<file path="src/display_pkg.sv">
// screen timing and framebuffer geometry constants
package display_pkg;

    // framebuffer geometry
    localparam int fb_width  = 16;                  // columns
    localparam int fb_height = 8;                   // rows
    localparam int fb_pixels = fb_width * fb_height; // memory depth
    localparam int fb_addrw  = 7;                   // enough for fb_pixels
    localparam int cordw     = 16;                  // signed drawing coords

    // output replication, same in both axes
    localparam int scale     = 2;

    // screen timing, one pixel per clk_sys
    localparam int h_active  = 32;                  // fb_width * scale
    localparam int h_total   = 48;                  // incl. horizontal blanking
    localparam int v_active  = 16;                  // fb_height * scale
    localparam int v_total   = 20;                  // incl. vertical blanking

    // screen counter widths
    localparam int scr_xw    = 6;                   // holds h_total-1
    localparam int scr_yw    = 5;                   // holds v_total-1

    // read address to line buffer write
    // memory read, index reg, palette reg
    localparam int fill_lat  = 3;

endpackage

</file>
<file path="src/colour_pkg.sv">
// colour index, channel and palette word widths
package colour_pkg;

    localparam int cidxw     = 4;           // colour index bits, 16 colours
    localparam int chanw     = 4;           // bits per r/g/b channel
    localparam int palw      = 3 * chanw;   // {red, green, blue}
    localparam int pal_depth = 16;          // 2**cidxw entries

endpackage

</file>
<file path="src/display_timing.sv">
// screen position counters
// decodes data enable, line and frame pulses
module display_timing (
    input  logic                           clk_sys,
    input  logic                           rst_sys,
    output logic                           de,      // active pixel
    output logic                           frame,   // start of last blank line
    output logic                           line,    // start of every line
    output logic [display_pkg::scr_yw-1:0] sy       // screen line
);

    logic [display_pkg::scr_xw-1:0] sx;             // screen column

    // x wraps every line, y wraps every frame
    always_ff @(posedge clk_sys) begin
        if (rst_sys) begin
            sx <= '0;
            sy <= display_pkg::scr_yw'(display_pkg::v_total - 1); // frame due next
        end else begin
            if (sx == display_pkg::h_total - 1) begin
                sx <= '0;
                if (sy == display_pkg::v_total - 1) begin
                    sy <= '0;                       // back to first active line
                end else begin
                    sy <= sy + 1'b1;
                end
            end else begin
                sx <= sx + 1'b1;
            end
        end
    end

    // decode straight from the counters
    always_comb begin
        de    = (sx < display_pkg::h_active) && (sy < display_pkg::v_active);
        line  = (sx == '0);
        frame = (sx == '0) && (sy == display_pkg::v_total - 1); // in blanking
    end

    // counters stay inside one frame, every decode relies on it
    a_counters_in_range : assert property (
        @(posedge clk_sys) disable iff (rst_sys)
        (sx < display_pkg::h_total) && (sy < display_pkg::v_total)
    );

endmodule

</file>
<file path="src/bram_sdp.sv">
// simple dual-port memory
// one write port, one registered read port
module bram_sdp #(
    parameter int width = 4,                    // word bits
    parameter int depth = 128                   // words
) (
    input  logic                     clk_sys,
    input  logic                     we,
    input  logic [$clog2(depth)-1:0] addr_write,
    input  logic [$clog2(depth)-1:0] addr_read,
    input  logic [width-1:0]         data_in,
    output logic [width-1:0]         data_out
);

    logic [width-1:0] mem [depth];              // maps to block ram

    // write port
    always_ff @(posedge clk_sys) begin
        if (we) begin
            mem[addr_write] <= data_in;
        end
    end

    // read port, one cycle latency
    always_ff @(posedge clk_sys) begin
        data_out <= mem[addr_read];             // old data on same-address write
    end

endmodule

</file>
<file path="src/linebuffer.sv">
// two-bank line store fed one framebuffer row at a time
// requests rows, accepts fills, replays pixels scaled
module linebuffer (
    input  logic                           clk_sys,
    input  logic                           rst_sys,
    input  logic                           frame,
    input  logic                           line,
    input  logic                           de,
    input  logic [display_pkg::scr_yw-1:0] sy,
    output logic                           data_req,  // ask for next row
    input  logic                           en_in,     // fill pixel valid
    input  logic [colour_pkg::chanw-1:0]   din_r,
    input  logic [colour_pkg::chanw-1:0]   din_g,
    input  logic [colour_pkg::chanw-1:0]   din_b,
    output logic [colour_pkg::chanw-1:0]   dout_r,
    output logic [colour_pkg::chanw-1:0]   dout_g,
    output logic [colour_pkg::chanw-1:0]   dout_b
);

    logic [colour_pkg::palw-1:0] mem [2][display_pkg::fb_width]; // two banks

    logic                                    bank_sel;  // front bank
    logic                                    front;     // front incl. swap now
    logic                                    swap_now;
    logic [$clog2(display_pkg::fb_width)-1:0] fill_ptr;
    logic                                    fill_busy;
    logic [$clog2(display_pkg::scale+1)-1:0] sub_cnt;   // repeats per pixel
    logic [$clog2(display_pkg::fb_width)-1:0] rd_idx;
    logic [$clog2(display_pkg::scale+1)-1:0] sub_cur;
    logic [$clog2(display_pkg::fb_width)-1:0] rd_cur;
    logic [colour_pkg::palw-1:0]             rd_word;

    // new row on every scale-th active line
    always_comb begin
        swap_now = line && (sy < display_pkg::v_active) && (sy % display_pkg::scale == 0);
        front    = swap_now ? !bank_sel : bank_sel;  // swap visible at x 0
        sub_cur  = line ? '0 : sub_cnt;              // line clears read position
        rd_cur   = line ? '0 : rd_idx;
    end

    always_ff @(posedge clk_sys) begin
        if (rst_sys) begin
            data_req  <= 1'b0;
            bank_sel  <= 1'b0;
            fill_busy <= 1'b0;
            fill_ptr  <= '0;
            sub_cnt   <= '0;
            rd_idx    <= '0;
        end else begin
            // row 0 on frame, next row on last repeat of current one
            data_req <= frame || (line && (sy < display_pkg::v_active - display_pkg::scale)
                        && (sy % display_pkg::scale == display_pkg::scale - 1));
            bank_sel <= front;
            if (data_req) begin
                fill_busy <= 1'b1;
                fill_ptr  <= '0;
            end else if (en_in) begin
                fill_ptr <= fill_ptr + 1'b1;
                if (fill_ptr == display_pkg::fb_width - 1) begin
                    fill_busy <= 1'b0;          // row complete
                end
            end
            if (de) begin                       // one step per active pixel
                if (sub_cur == display_pkg::scale - 1) begin
                    sub_cnt <= '0;
                    rd_idx  <= rd_cur + 1'b1;   // wraps at end of line
                end else begin
                    sub_cnt <= sub_cur + 1'b1;
                    rd_idx  <= rd_cur;
                end
            end
        end
    end

    // fill back bank, read front bank
    always_ff @(posedge clk_sys) begin
        if (en_in) begin
            mem[!bank_sel][fill_ptr] <= {din_r, din_g, din_b};
        end
        rd_word <= mem[front][rd_cur];          // valid the cycle after de
    end

    always_comb begin
        dout_r = rd_word[colour_pkg::palw-1 -: colour_pkg::chanw];
        dout_g = rd_word[2*colour_pkg::chanw-1 -: colour_pkg::chanw];
        dout_b = rd_word[colour_pkg::chanw-1:0];
    end

    // fill source must honour the request protocol
    a_fill_in_request : assert property (
        @(posedge clk_sys) disable iff (rst_sys) en_in |-> fill_busy
    );
    a_req_when_idle : assert property (
        @(posedge clk_sys) disable iff (rst_sys) data_req |-> !fill_busy
    );

endmodule

</file>
<file path="src/framebuffer_bram.sv">
// indexed colour framebuffer: clipped write pipeline, row read sequencer,
// writable palette and line buffer feed, blanked colour outputs
module framebuffer_bram (
    input  logic                                  clk_sys,
    input  logic                                  rst_sys,
    input  logic                                  we,       // draw strobe
    input  logic signed [display_pkg::cordw-1:0]  x,
    input  logic signed [display_pkg::cordw-1:0]  y,
    input  logic [colour_pkg::cidxw-1:0]          cidx,
    input  logic                                  pal_we,
    input  logic [colour_pkg::cidxw-1:0]          pal_idx,
    input  logic [colour_pkg::palw-1:0]           pal_rgb,
    input  logic                                  de,
    input  logic                                  frame,
    input  logic                                  line,
    input  logic [display_pkg::scr_yw-1:0]        sy,
    output logic                                  clip,     // last x/y outside
    output logic [colour_pkg::chanw-1:0]          red,
    output logic [colour_pkg::chanw-1:0]          green,
    output logic [colour_pkg::chanw-1:0]          blue
);

    // write pipeline
    logic [display_pkg::fb_addrw-1:0]   wr_row;     // y * fb_width
    logic [display_pkg::fb_addrw-1:0]   wr_x;
    logic [colour_pkg::cidxw-1:0]       wr_cidx;
    logic                               we_p1;
    logic                               mem_we;
    logic [display_pkg::fb_addrw-1:0]   mem_addr_w;
    logic [colour_pkg::cidxw-1:0]       mem_din;

    // read side
    logic [display_pkg::fb_addrw-1:0]   rd_addr;
    logic [$clog2(display_pkg::fb_width)-1:0] rd_cnt;
    logic                               rd_busy;
    logic [colour_pkg::cidxw-1:0]       mem_dout;
    logic [colour_pkg::cidxw-1:0]       idx_p1;     // eases memory to palette path
    logic [display_pkg::fill_lat-1:0]   en_sr;      // valid follows the data
    logic [colour_pkg::palw-1:0]        palette [colour_pkg::pal_depth];

    // line buffer side
    logic                               lb_data_req;
    logic                               lb_en_in;
    logic [colour_pkg::chanw-1:0]       lb_in_r, lb_in_g, lb_in_b;
    logic [colour_pkg::chanw-1:0]       lb_out_r, lb_out_g, lb_out_b;
    logic                               de_p1;

    // address stages, no reset on payload
    always_ff @(posedge clk_sys) begin
        wr_row     <= display_pkg::fb_addrw'(y * display_pkg::fb_width); // negative y wraps
        wr_x       <= x[display_pkg::fb_addrw-1:0];
        wr_cidx    <= cidx;
        mem_addr_w <= wr_row + wr_x;                    // clipped writes never land
        mem_din    <= wr_cidx;
    end

    always_ff @(posedge clk_sys) begin
        if (rst_sys) begin
            we_p1  <= 1'b0;
            clip   <= 1'b0;
            mem_we <= 1'b0;
        end else begin
            we_p1  <= we;
            clip   <= (x < 0) || (y < 0) || (x >= display_pkg::fb_width)
                      || (y >= display_pkg::fb_height);
            mem_we <= we_p1 && !clip;                   // drop out-of-range writes
        end
    end

    bram_sdp #(
        .width (colour_pkg::cidxw),
        .depth (display_pkg::fb_pixels)
    ) i_bram_sdp (
        .clk_sys    (clk_sys),
        .we         (mem_we),
        .addr_write (mem_addr_w),
        .addr_read  (rd_addr),
        .data_in    (mem_din),
        .data_out   (mem_dout)
    );

    // one row of fb_width reads per request, rows follow on
    always_ff @(posedge clk_sys) begin
        if (rst_sys) begin
            rd_busy <= 1'b0;
            rd_cnt  <= '0;
            rd_addr <= '0;
            en_sr   <= '0;
        end else begin
            if (lb_data_req) begin
                rd_busy <= 1'b1;
                rd_cnt  <= '0;
            end else if (rd_busy) begin
                rd_cnt  <= rd_cnt + 1'b1;
                rd_addr <= rd_addr + 1'b1;              // ends on next row start
                if (rd_cnt == display_pkg::fb_width - 1) begin
                    rd_busy <= 1'b0;
                end
            end
            if (frame) begin
                rd_addr <= '0;                          // row 0 requested next
            end
            en_sr <= {rd_busy, en_sr[display_pkg::fill_lat-1:1]};
        end
    end

    always_comb lb_en_in = en_sr[0];

    // palette write port and lookup
    always_ff @(posedge clk_sys) begin
        if (pal_we) begin
            palette[pal_idx] <= pal_rgb;
        end
        idx_p1 <= mem_dout;
        {lb_in_r, lb_in_g, lb_in_b} <= palette[idx_p1]; // red in top bits
    end

    linebuffer i_linebuffer (
        .clk_sys  (clk_sys),
        .rst_sys  (rst_sys),
        .frame    (frame),
        .line     (line),
        .de       (de),
        .sy       (sy),
        .data_req (lb_data_req),
        .en_in    (lb_en_in),
        .din_r    (lb_in_r),
        .din_g    (lb_in_g),
        .din_b    (lb_in_b),
        .dout_r   (lb_out_r),
        .dout_g   (lb_out_g),
        .dout_b   (lb_out_b)
    );

    // line buffer read takes a cycle
    always_ff @(posedge clk_sys) begin
        if (rst_sys) begin
            de_p1 <= 1'b0;
        end else begin
            de_p1 <= de;
        end
    end

    always_comb begin
        red   = de_p1 ? lb_out_r : '0;                  // black in blanking
        green = de_p1 ? lb_out_g : '0;
        blue  = de_p1 ? lb_out_b : '0;
    end

    // a memory write needs an in-range draw strobe two cycles back
    a_clip_blocks_write : assert property (
        @(posedge clk_sys) disable iff (rst_sys)
        mem_we |-> $past(we, 2) && ($past(x, 2) >= 0) && ($past(y, 2) >= 0)
                   && ($past(x, 2) < display_pkg::fb_width)
                   && ($past(y, 2) < display_pkg::fb_height)
    );

endmodule

</file>
<file path="src/video_subsystem_top.sv">
// video subsystem top: screen timing, framebuffer,
// registered colour outputs with aligned data enable
module video_subsystem_top (
    input  logic                                 clk_sys,
    input  logic                                 rst_sys,
    input  logic                                 we,
    input  logic signed [display_pkg::cordw-1:0] x,
    input  logic signed [display_pkg::cordw-1:0] y,
    input  logic [colour_pkg::cidxw-1:0]         cidx,
    input  logic                                 pal_we,
    input  logic [colour_pkg::cidxw-1:0]         pal_idx,
    input  logic [colour_pkg::palw-1:0]          pal_rgb,
    output logic                                 clip,
    output logic                                 vid_de,
    output logic                                 frame,
    output logic [colour_pkg::chanw-1:0]         red,
    output logic [colour_pkg::chanw-1:0]         green,
    output logic [colour_pkg::chanw-1:0]         blue
);

    logic                              de;
    logic                              line;
    logic [display_pkg::scr_yw-1:0]    sy;
    logic                              de_p1;           // matches framebuffer delay
    logic [colour_pkg::chanw-1:0]      fb_red, fb_green, fb_blue;

    display_timing i_display_timing (
        .clk_sys (clk_sys),
        .rst_sys (rst_sys),
        .de      (de),
        .frame   (frame),
        .line    (line),
        .sy      (sy)
    );

    framebuffer_bram i_framebuffer_bram (
        .clk_sys (clk_sys),
        .rst_sys (rst_sys),
        .we      (we),
        .x       (x),
        .y       (y),
        .cidx    (cidx),
        .pal_we  (pal_we),
        .pal_idx (pal_idx),
        .pal_rgb (pal_rgb),
        .de      (de),
        .frame   (frame),
        .line    (line),
        .sy      (sy),
        .clip    (clip),
        .red     (fb_red),
        .green   (fb_green),
        .blue    (fb_blue)
    );

    // framebuffer colours are combinational, register them here
    always_ff @(posedge clk_sys) begin
        if (rst_sys) begin
            de_p1  <= 1'b0;
            vid_de <= 1'b0;
            red    <= '0;
            green  <= '0;
            blue   <= '0;
        end else begin
            de_p1  <= de;
            vid_de <= de_p1;                            // two cycles after de
            red    <= fb_red;
            green  <= fb_green;
            blue   <= fb_blue;
        end
    end

endmodule

</file>
<file path="config.mk">
export PLATFORM = sky130hd
export DESIGN_NAME = video_subsystem_top
export DESIGN_NICKNAME = d
export VERILOG_FILES = /design/src/display_pkg.sv /design/src/colour_pkg.sv /design/src/display_timing.sv /design/src/bram_sdp.sv /design/src/linebuffer.sv /design/src/framebuffer_bram.sv /design/src/video_subsystem_top.sv
export SDC_FILE = /design/constraint.sdc
export NUM_CORES = 1
export LEC_CHECK = 0
export BUFFER_PORTS_ARGS = -buffer_cell sky130_fd_sc_hd__buf_2
export CORE_MARGIN = 2
export CORE_UTILIZATION = 65
export CTS_BUF_LIST = sky130_fd_sc_hd__clkbuf_4 sky130_fd_sc_hd__clkbuf_8
export DETAILED_ROUTE_END_ITERATION = 8
export PLACE_DENSITY = 0.78
export SETUP_SLACK_MARGIN = 0.3
export SKIP_CTS_REPAIR_TIMING = 1
export SLEW_MARGIN = 25
export SYNTH_ARGS = -nofsm -noshare
export SYNTH_HDL_FRONTEND = slang
export SYNTH_SLANG_ARGS = --single-unit
</file>
<file path="constraint.sdc">
create_clock -name clk_sys -period 3.8 [get_ports clk_sys]
set_clock_uncertainty 0.05 [all_clocks]
set_input_delay 0.19 -clock clk_sys [delete_from_list [all_inputs] [get_ports clk_sys]]
set_output_delay 0.19 -clock clk_sys [all_outputs]
set_load 0.005 [all_outputs]
</file>
# [Word-level counts from Yosys, hierarchy flattened]
# Memory sizes are Yosys's and may differ from the RTL's. A register that Yosys moved wholly into a read port is not among the register bits.
# Index checks and enable logic that the tools add are counted.
[op_classes] n_addsub=8 order_cmp=10 n_eq_ne=4 mux=20 n_bitwise=4 reduce_logical=21
[ops] op="$mux 192" n=1
[ops] op="$bmux 12 s4" n=1
[ops] op="$demux 12 s4" n=1
[ops] op="$mux 12" n=3
[ops] op="$logic_not 32->1" n=1
[ops] op="$lt 16x1->1 const B" n=2
[ops] op="$ge 16x5->1 const B" n=1
[ops] op="$ge 16x6->1 const B" n=1
[ops] op="$add 4x1->4 const B" n=3
[ops] op="$ge 5x5->1 const B" n=2
[ops] op="$not 4->5" n=2
[ops] op="$mux 1" n=9
[ops] op="$logic_and 1x1->1" n=8
[ops] op="$mux 4" n=2
[ops] op="$reduce_or 2->1" n=4
[ops] op="$add 7x1->7 const B" n=1
[ops] op="$add 7x7->7" n=1
[ops] op="$add 6x1->6 const B" n=1
[ops] op="$eq 6x6->1 const B" n=1
[ops] op="$logic_not 6->1" n=1
[ops] op="$lt 6x6->1 const B" n=1
[ops] op="$add 5x1->5 const B" n=1
[ops] op="$eq 5x5->1 const B" n=1
[ops] op="$lt 5x1->1 const B" n=1
[ops] op="other kinds (11)" n=17
[totals] ff_bits=96 mem_bits_rw=1088 in_bits=56 out_inout_bits=15 word_cells=96 mem_count=3
[memory_table] memory="i_framebuffer_bram.i_bram_sdp.mem" depth=128 width=4 read_ports=1 rd_ports_with_merged_regs=1 wr=1 line_no="bram_sdp.sv:15" rtl="logic [width-1:0] mem [depth];"
[memory_table] memory="i_framebuffer_bram.i_linebuffer.mem" depth=2 width=192 read_ports=1 rd_ports_with_merged_regs=0 wr=1 line_no="linebuffer.sv:20" rtl="logic [colour_pkg::palw-1:0] mem [2][display_pkg::fb_width];"
[memory_table] memory="i_framebuffer_bram.palette" depth=16 width=12 read_ports=1 rd_ports_with_merged_regs=1 wr=1 line_no="framebuffer_bram.sv:39" rtl="logic [colour_pkg::palw-1:0] palette [colour_pkg::pal_depth];"

# [Logic depth before layout (Yosys ltp)]
# An unclocked memory read counts as a cell.
[logic_depth] ltp_word=8 ltp_mapped=13 depth_no_buf=9

# [By module]
# From an unflattened synthesis, not the netlist that was laid out.
[hier_totals] hier_cells=2773 area_unflattened_um2=47424.2
[by_module_without_submodules] module="bram_sdp" n_inst=1 cells_each=908 area_per_inst_um2=20193.1 seq_area_each_um2=15454.8
[by_module_without_submodules] module="linebuffer" n_inst=1 cells_each=1318 area_per_inst_um2=17192.7 seq_area_each_um2=12011.5
[by_module_without_submodules] module="framebuffer_bram" n_inst=1 cells_each=457 area_per_inst_um2=9085.0 seq_area_each_um2=6966.7
[by_module_without_submodules] module="display_timing" n_inst=1 cells_each=61 area_per_inst_um2=545.5 seq_area_each_um2=220.2
[by_module_without_submodules] module="video_subsystem_top" n_inst=1 cells_each=29 area_per_inst_um2=407.9 seq_area_each_um2=280.3

# [Least setup slack after synthesis]
# Ideal clock, no wire load.
[synth_timing] path_type="reg2reg" start="register i_framebuffer_bram.i_linebuffer.bank_sel" end="memory i_framebuffer_bram.i_linebuffer.mem[0][100] (netlist bit), enable pin" setup_time_ps=380 arrival_time_ps=2450 setup_slack_ps=920 stages_incl_launch_ff=8 synth_period_minus_slack_ps=2880 cell_sequence="dfxtp_1 -> clkbuf_1 -> clkbuf_1 -> clkbuf_1 -> buf_1 -> clkbuf_1 -> nand2_1 -> nor2_1"
[synth_between] elab_chain_len=1
[synth_rtl] item="start: declaration" line_no="linebuffer.sv:22" rtl="logic bank_sel;"
[synth_rtl] item="start signal: assignment" line_no="linebuffer.sv:53" rtl="bank_sel <= front;"
[synth_rtl] item="$logic_not 1->1" line_no="linebuffer.sv:78" rtl="mem[!bank_sel][fill_ptr] <= {din_r, din_g, din_b};"
[synth_rtl] item="end: declaration" line_no="linebuffer.sv:20"
# No other way between the ends.

# [Worst setup path after layout]
[layout_timing] start="register i_display_timing.sx[0] (netlist bit)" end="register i_framebuffer_bram.i_linebuffer.rd_word[2] (netlist bit)"
[layout_between] elab_chain_len=8 elab_cells_between_ends=10
[layout_rtl] item="start: declaration" line_no="display_timing.sv:12" rtl="logic [display_pkg::scr_xw-1:0] sx;"
[layout_rtl] item="start signal: assignment" line_no="display_timing.sv:28" rtl="sx <= sx + 1'b1;"
[layout_rtl] item="$logic_not 6->1 *" line_no="display_timing.sv:36" rtl="line = (sx == '0);"
[layout_rtl] item="$logic_and 1x1->1 (2 in a row)" line_no="linebuffer.sv:35" rtl="swap_now = line && (sy < display_pkg::v_active) && (sy % display_pkg::scale == 0);"
[layout_rtl] item="$mux 1" line_no="linebuffer.sv:36" rtl="front = swap_now ? !bank_sel : bank_sel;"
[layout_rtl] item="$mem_v2 2x192"
[layout_rtl] item="$bmux 12 s4 *" line_no="linebuffer.sv:80" rtl="rd_word <= mem[front][rd_cur];"
[layout_rtl] item="$mux 12 (implied by the code) * (2 in a row)" line_no="linebuffer.sv:80"
[layout_rtl] item="end signal: assignment" line_no="linebuffer.sv:80"
[layout_rtl] item="end: declaration" line_no="linebuffer.sv:31" rtl="logic [colour_pkg::palw-1:0] rd_word;"
# Every way passes the cells marked *; elsewhere a longest branch is shown, timed or not. The select of a mux whose other input is x is not followed.
# A chain may end at the register's enable or synchronous reset.

==> reports/metrics.cfg <==
[sta]
finalHoldViolations = 5
slew_headroom_pct = 28.5
fin_crit_sh_pct = 89.3
finalSetupViolations = 0
fin_crit_ns = 3.39
tightest_slew_ns = 1.07
rsz0062_at_grt = no
whs_ns = -0.0216
slew_violations = 0
timing.fmax_mhz = 295
tns_ns = 0
setup_slack_ns = 0.407

[critical_path]
crit_type = reg -> reg
cp_slowest_stage_delay_ns = 0.96
cp.required_ns = 4.51
worst_setup_path_start_kind = flop
path_delay_family = compound AO/OA/AOI/OAI gates
path_cells = inv_1 -> ha_1 -> nor3b_4 -> and2_2 -> xnor2_2 -> buf_12 -> mux2_1 -> o21ai_0 -> a2111oi_1 -> or4_1
endpoint_kind = flop
cp_max_fo = 48
crit_path_top_delay_cell = a2111oi_1
arrival_ns = 4.10
crit_buf_inv = 2

[placement]
gp_congestion = 0.884
placed_area_sq_um = 48200
dp_cells = 3593
dp_slack_ns = 0.323
dpl.hpwl_microns = 64400
io_buffers = 70

[floorplan]
die-width_microns = 271
rows = 97
design.core.area_sq_um = 70400
die_h_microns = 271
start_util_pct = 65.9
io_pins = 71
dieArea_sq_um = 73500

[logic_synthesis]
syn_avg_cell_area_sq_um = 17.5
ys_seq_area_share_pct = 75.3
synth-main-ff-cell = edfxtp_1
synth_area_sq_um = 46400
yosysUniqueCellTypes = 65
ys_warn_count = 0
netlist_instances = 2648
mappedNetlistNets = 2716
synth_edf_count = 1088
synth_async_sr_flop_share_pct = 0
synth-seq-cells = 1200

[clock_tree]
cts.sinks = 1200
h-tree-depth = 4
clkTransAtPathRegs_ns = 0.06
cts_buffers = 181
root_buffer = clkbuf_8
worstSkewPairLatency_ns = 0.82
cts_tree = done
clock_path_buffers = 3

[layout]
layout_commonest_cell = edfxtp_1
final_cell_mix = edfxtp_1 (1088), nor2_1 (200), clkbuf_8 (198), nand2_1 (194), mux4_2 (181)
drive_above_1_share_pct = 23.9
syn_to_final_growth_pct = 13.3
nNetsFinal = 2957
final_area_sq_um = 52600
stdcell_count = 3981

[job]
cap_viol_max_count = 0

[global_route]
antenna_found_initial = 5
track_usage_pct = 29.4
grt_pass1_wl_microns = 161000
grt_remaining_overflow = 0
grt_pass1_vias = 26400
grt_max_degree = 110

[pwr]
p_per_area_nw_per_um2 = 495
cellLeakagePower_nw = 16.8
vdd_drop_max_uv = 324

[status]
outcome = finished, violations left
violations = hold timing

[routing]
via_count = 26200
ant_nets = 0
viasPerCell = 6.59
dr.pass1.iters = 7
wl_per_cell_microns = 26.8
routed_wl_microns = 107000
drt_drc_violations_left = 0
drt_iter0_markers = 3312

[hold_path]
min_path_type = in -> reg

area by class of cell:
cell class,count,area (sq um)
timing repair buffer,219,1790
fill,3981,17800
sequential,1200,35000
clock buffer,268,3250
clock inverter,65,469
inverter,15,56.3
antenna,2,5.00
tap,940,1180
multi-input combinational,1272,10800
cell usage after synthesis, types with 10 or more instances:
master	instances	area (sq um)
nand2_1	196	736
and2_1	28	175
and3_1	31	194
nor2b_1	27	169
o211ai_1	15	113
o21ai_0	74	370
mux4_2	181	4080
inv_1	14	52.6
a22oi_1	14	105
a311oi_1	70	613
mux2i_1	57	571
clkbuf_1	103	387
nand3_1	56	280
xor2_1	10	87.6
buf_2	25	125
xnor2_1	12	105
or4_1	23	173
nor3_1	27	135
a211oi_1	23	173
edfxtp_1	1088	32700
a21oi_1	19	95.1
nor2_1	207	777
a2111oi_0	15	131
dfxtp_1	112	2240
nand2b_1	11	68.8
buf_1	28	105
ha_1	11	138
a222oi_1	11	110
mux2_2	24	270
a221oi_1	53	464
final timing paths:
path / endpoint / slack [ns] / cells past startpoint / start
setup / recovery: i_framebuffer_bram.i_linebuffer.rd_word[2] / 0.41 / 10 / i_display_timing.sx[0]
hold / removal: i_framebuffer_bram.palette[10][9] / -0.02 / 3 / pal_idx[3]
setup reg to reg: i_framebuffer_bram.i_linebuffer.rd_word[2] / 0.41 / 10 / i_display_timing.sx[0]
hold reg to reg: i_framebuffer_bram.mem_addr_w[0] / 0.27 / 0 / i_framebuffer_bram.wr_x[0]
registers in the layout (all words and copies together) (netlist names), 4 cells and up:
| name | cells |
|---|---|
| i_framebuffer_bram.i_bram_sdp.mem | 512 |
| i_framebuffer_bram.i_linebuffer.mem | 384 |
| i_framebuffer_bram.palette | 192 |
| i_framebuffer_bram.i_linebuffer.rd_word | 12 |
| i_framebuffer_bram.mem_addr_w | 7 |
| i_framebuffer_bram.rd_addr | 7 |
| i_framebuffer_bram.wr_x | 7 |
| i_display_timing.sx | 6 |
| i_display_timing.sy | 5 |
| blue | 4 |
| green | 4 |
| i_framebuffer_bram.i_bram_sdp.data_out | 4 |
| i_framebuffer_bram.i_linebuffer.fill_ptr | 4 |
| i_framebuffer_bram.i_linebuffer.rd_idx | 4 |
| i_framebuffer_bram.idx_p1 | 4 |
| i_framebuffer_bram.lb_in_b | 4 |
| i_framebuffer_bram.lb_in_g | 4 |
| i_framebuffer_bram.lb_in_r | 4 |
| i_framebuffer_bram.mem_din | 4 |
| i_framebuffer_bram.rd_cnt | 4 |
| i_framebuffer_bram.wr_cidx | 4 |
| red | 4 |
worst min-delay path: cells and delay by family:
kind,cells,cell delay [ns]
and+or+nand+nor,2,0.33
buffers and inverters,1,0.11
cell families after synthesis:
logic type / synth area share [%]
xor+xnor: 0.415
buf+inv: 1.55
flops: 75.3
simple gates: 6.38
mux: 10.7
compound gates: 5.35
fa+ha+maj: 0.340
power breakdown:
| part | switching (mW) | internal [mW] |
|---|---|---|
| Clock | 4.81 | 5.89 |
| Sequential | 0.210 | 14.5 |
| Combinational | 0.344 | 0.259 |
per-layer routing:
layer | routed length [microns] | GRT usage (%) | vias to the layer above | share of wire (%)
li1 | - | - | 11200 | -
met5 | 27 | 0 | - | 0.025
met1 | 40600 | 41.9 | 13200 | 38
met3 | 11600 | 6.93 | 262 | 11
met4 | 3490 | 10.9 | 4 | 3.3
met2 | 51100 | 45.3 | 1667 | 48
metrics by stage:
step                total power [mW]  utilization (%)
floorplan                       15.2                -
global placement                15.5             68.4
detailed placement              15.6             68.5
CTS                             26.1             73.8
global route                    26.7             74.7
finish                          26.0             74.7
No activity file was read; power rests on OpenSTA's default activity.
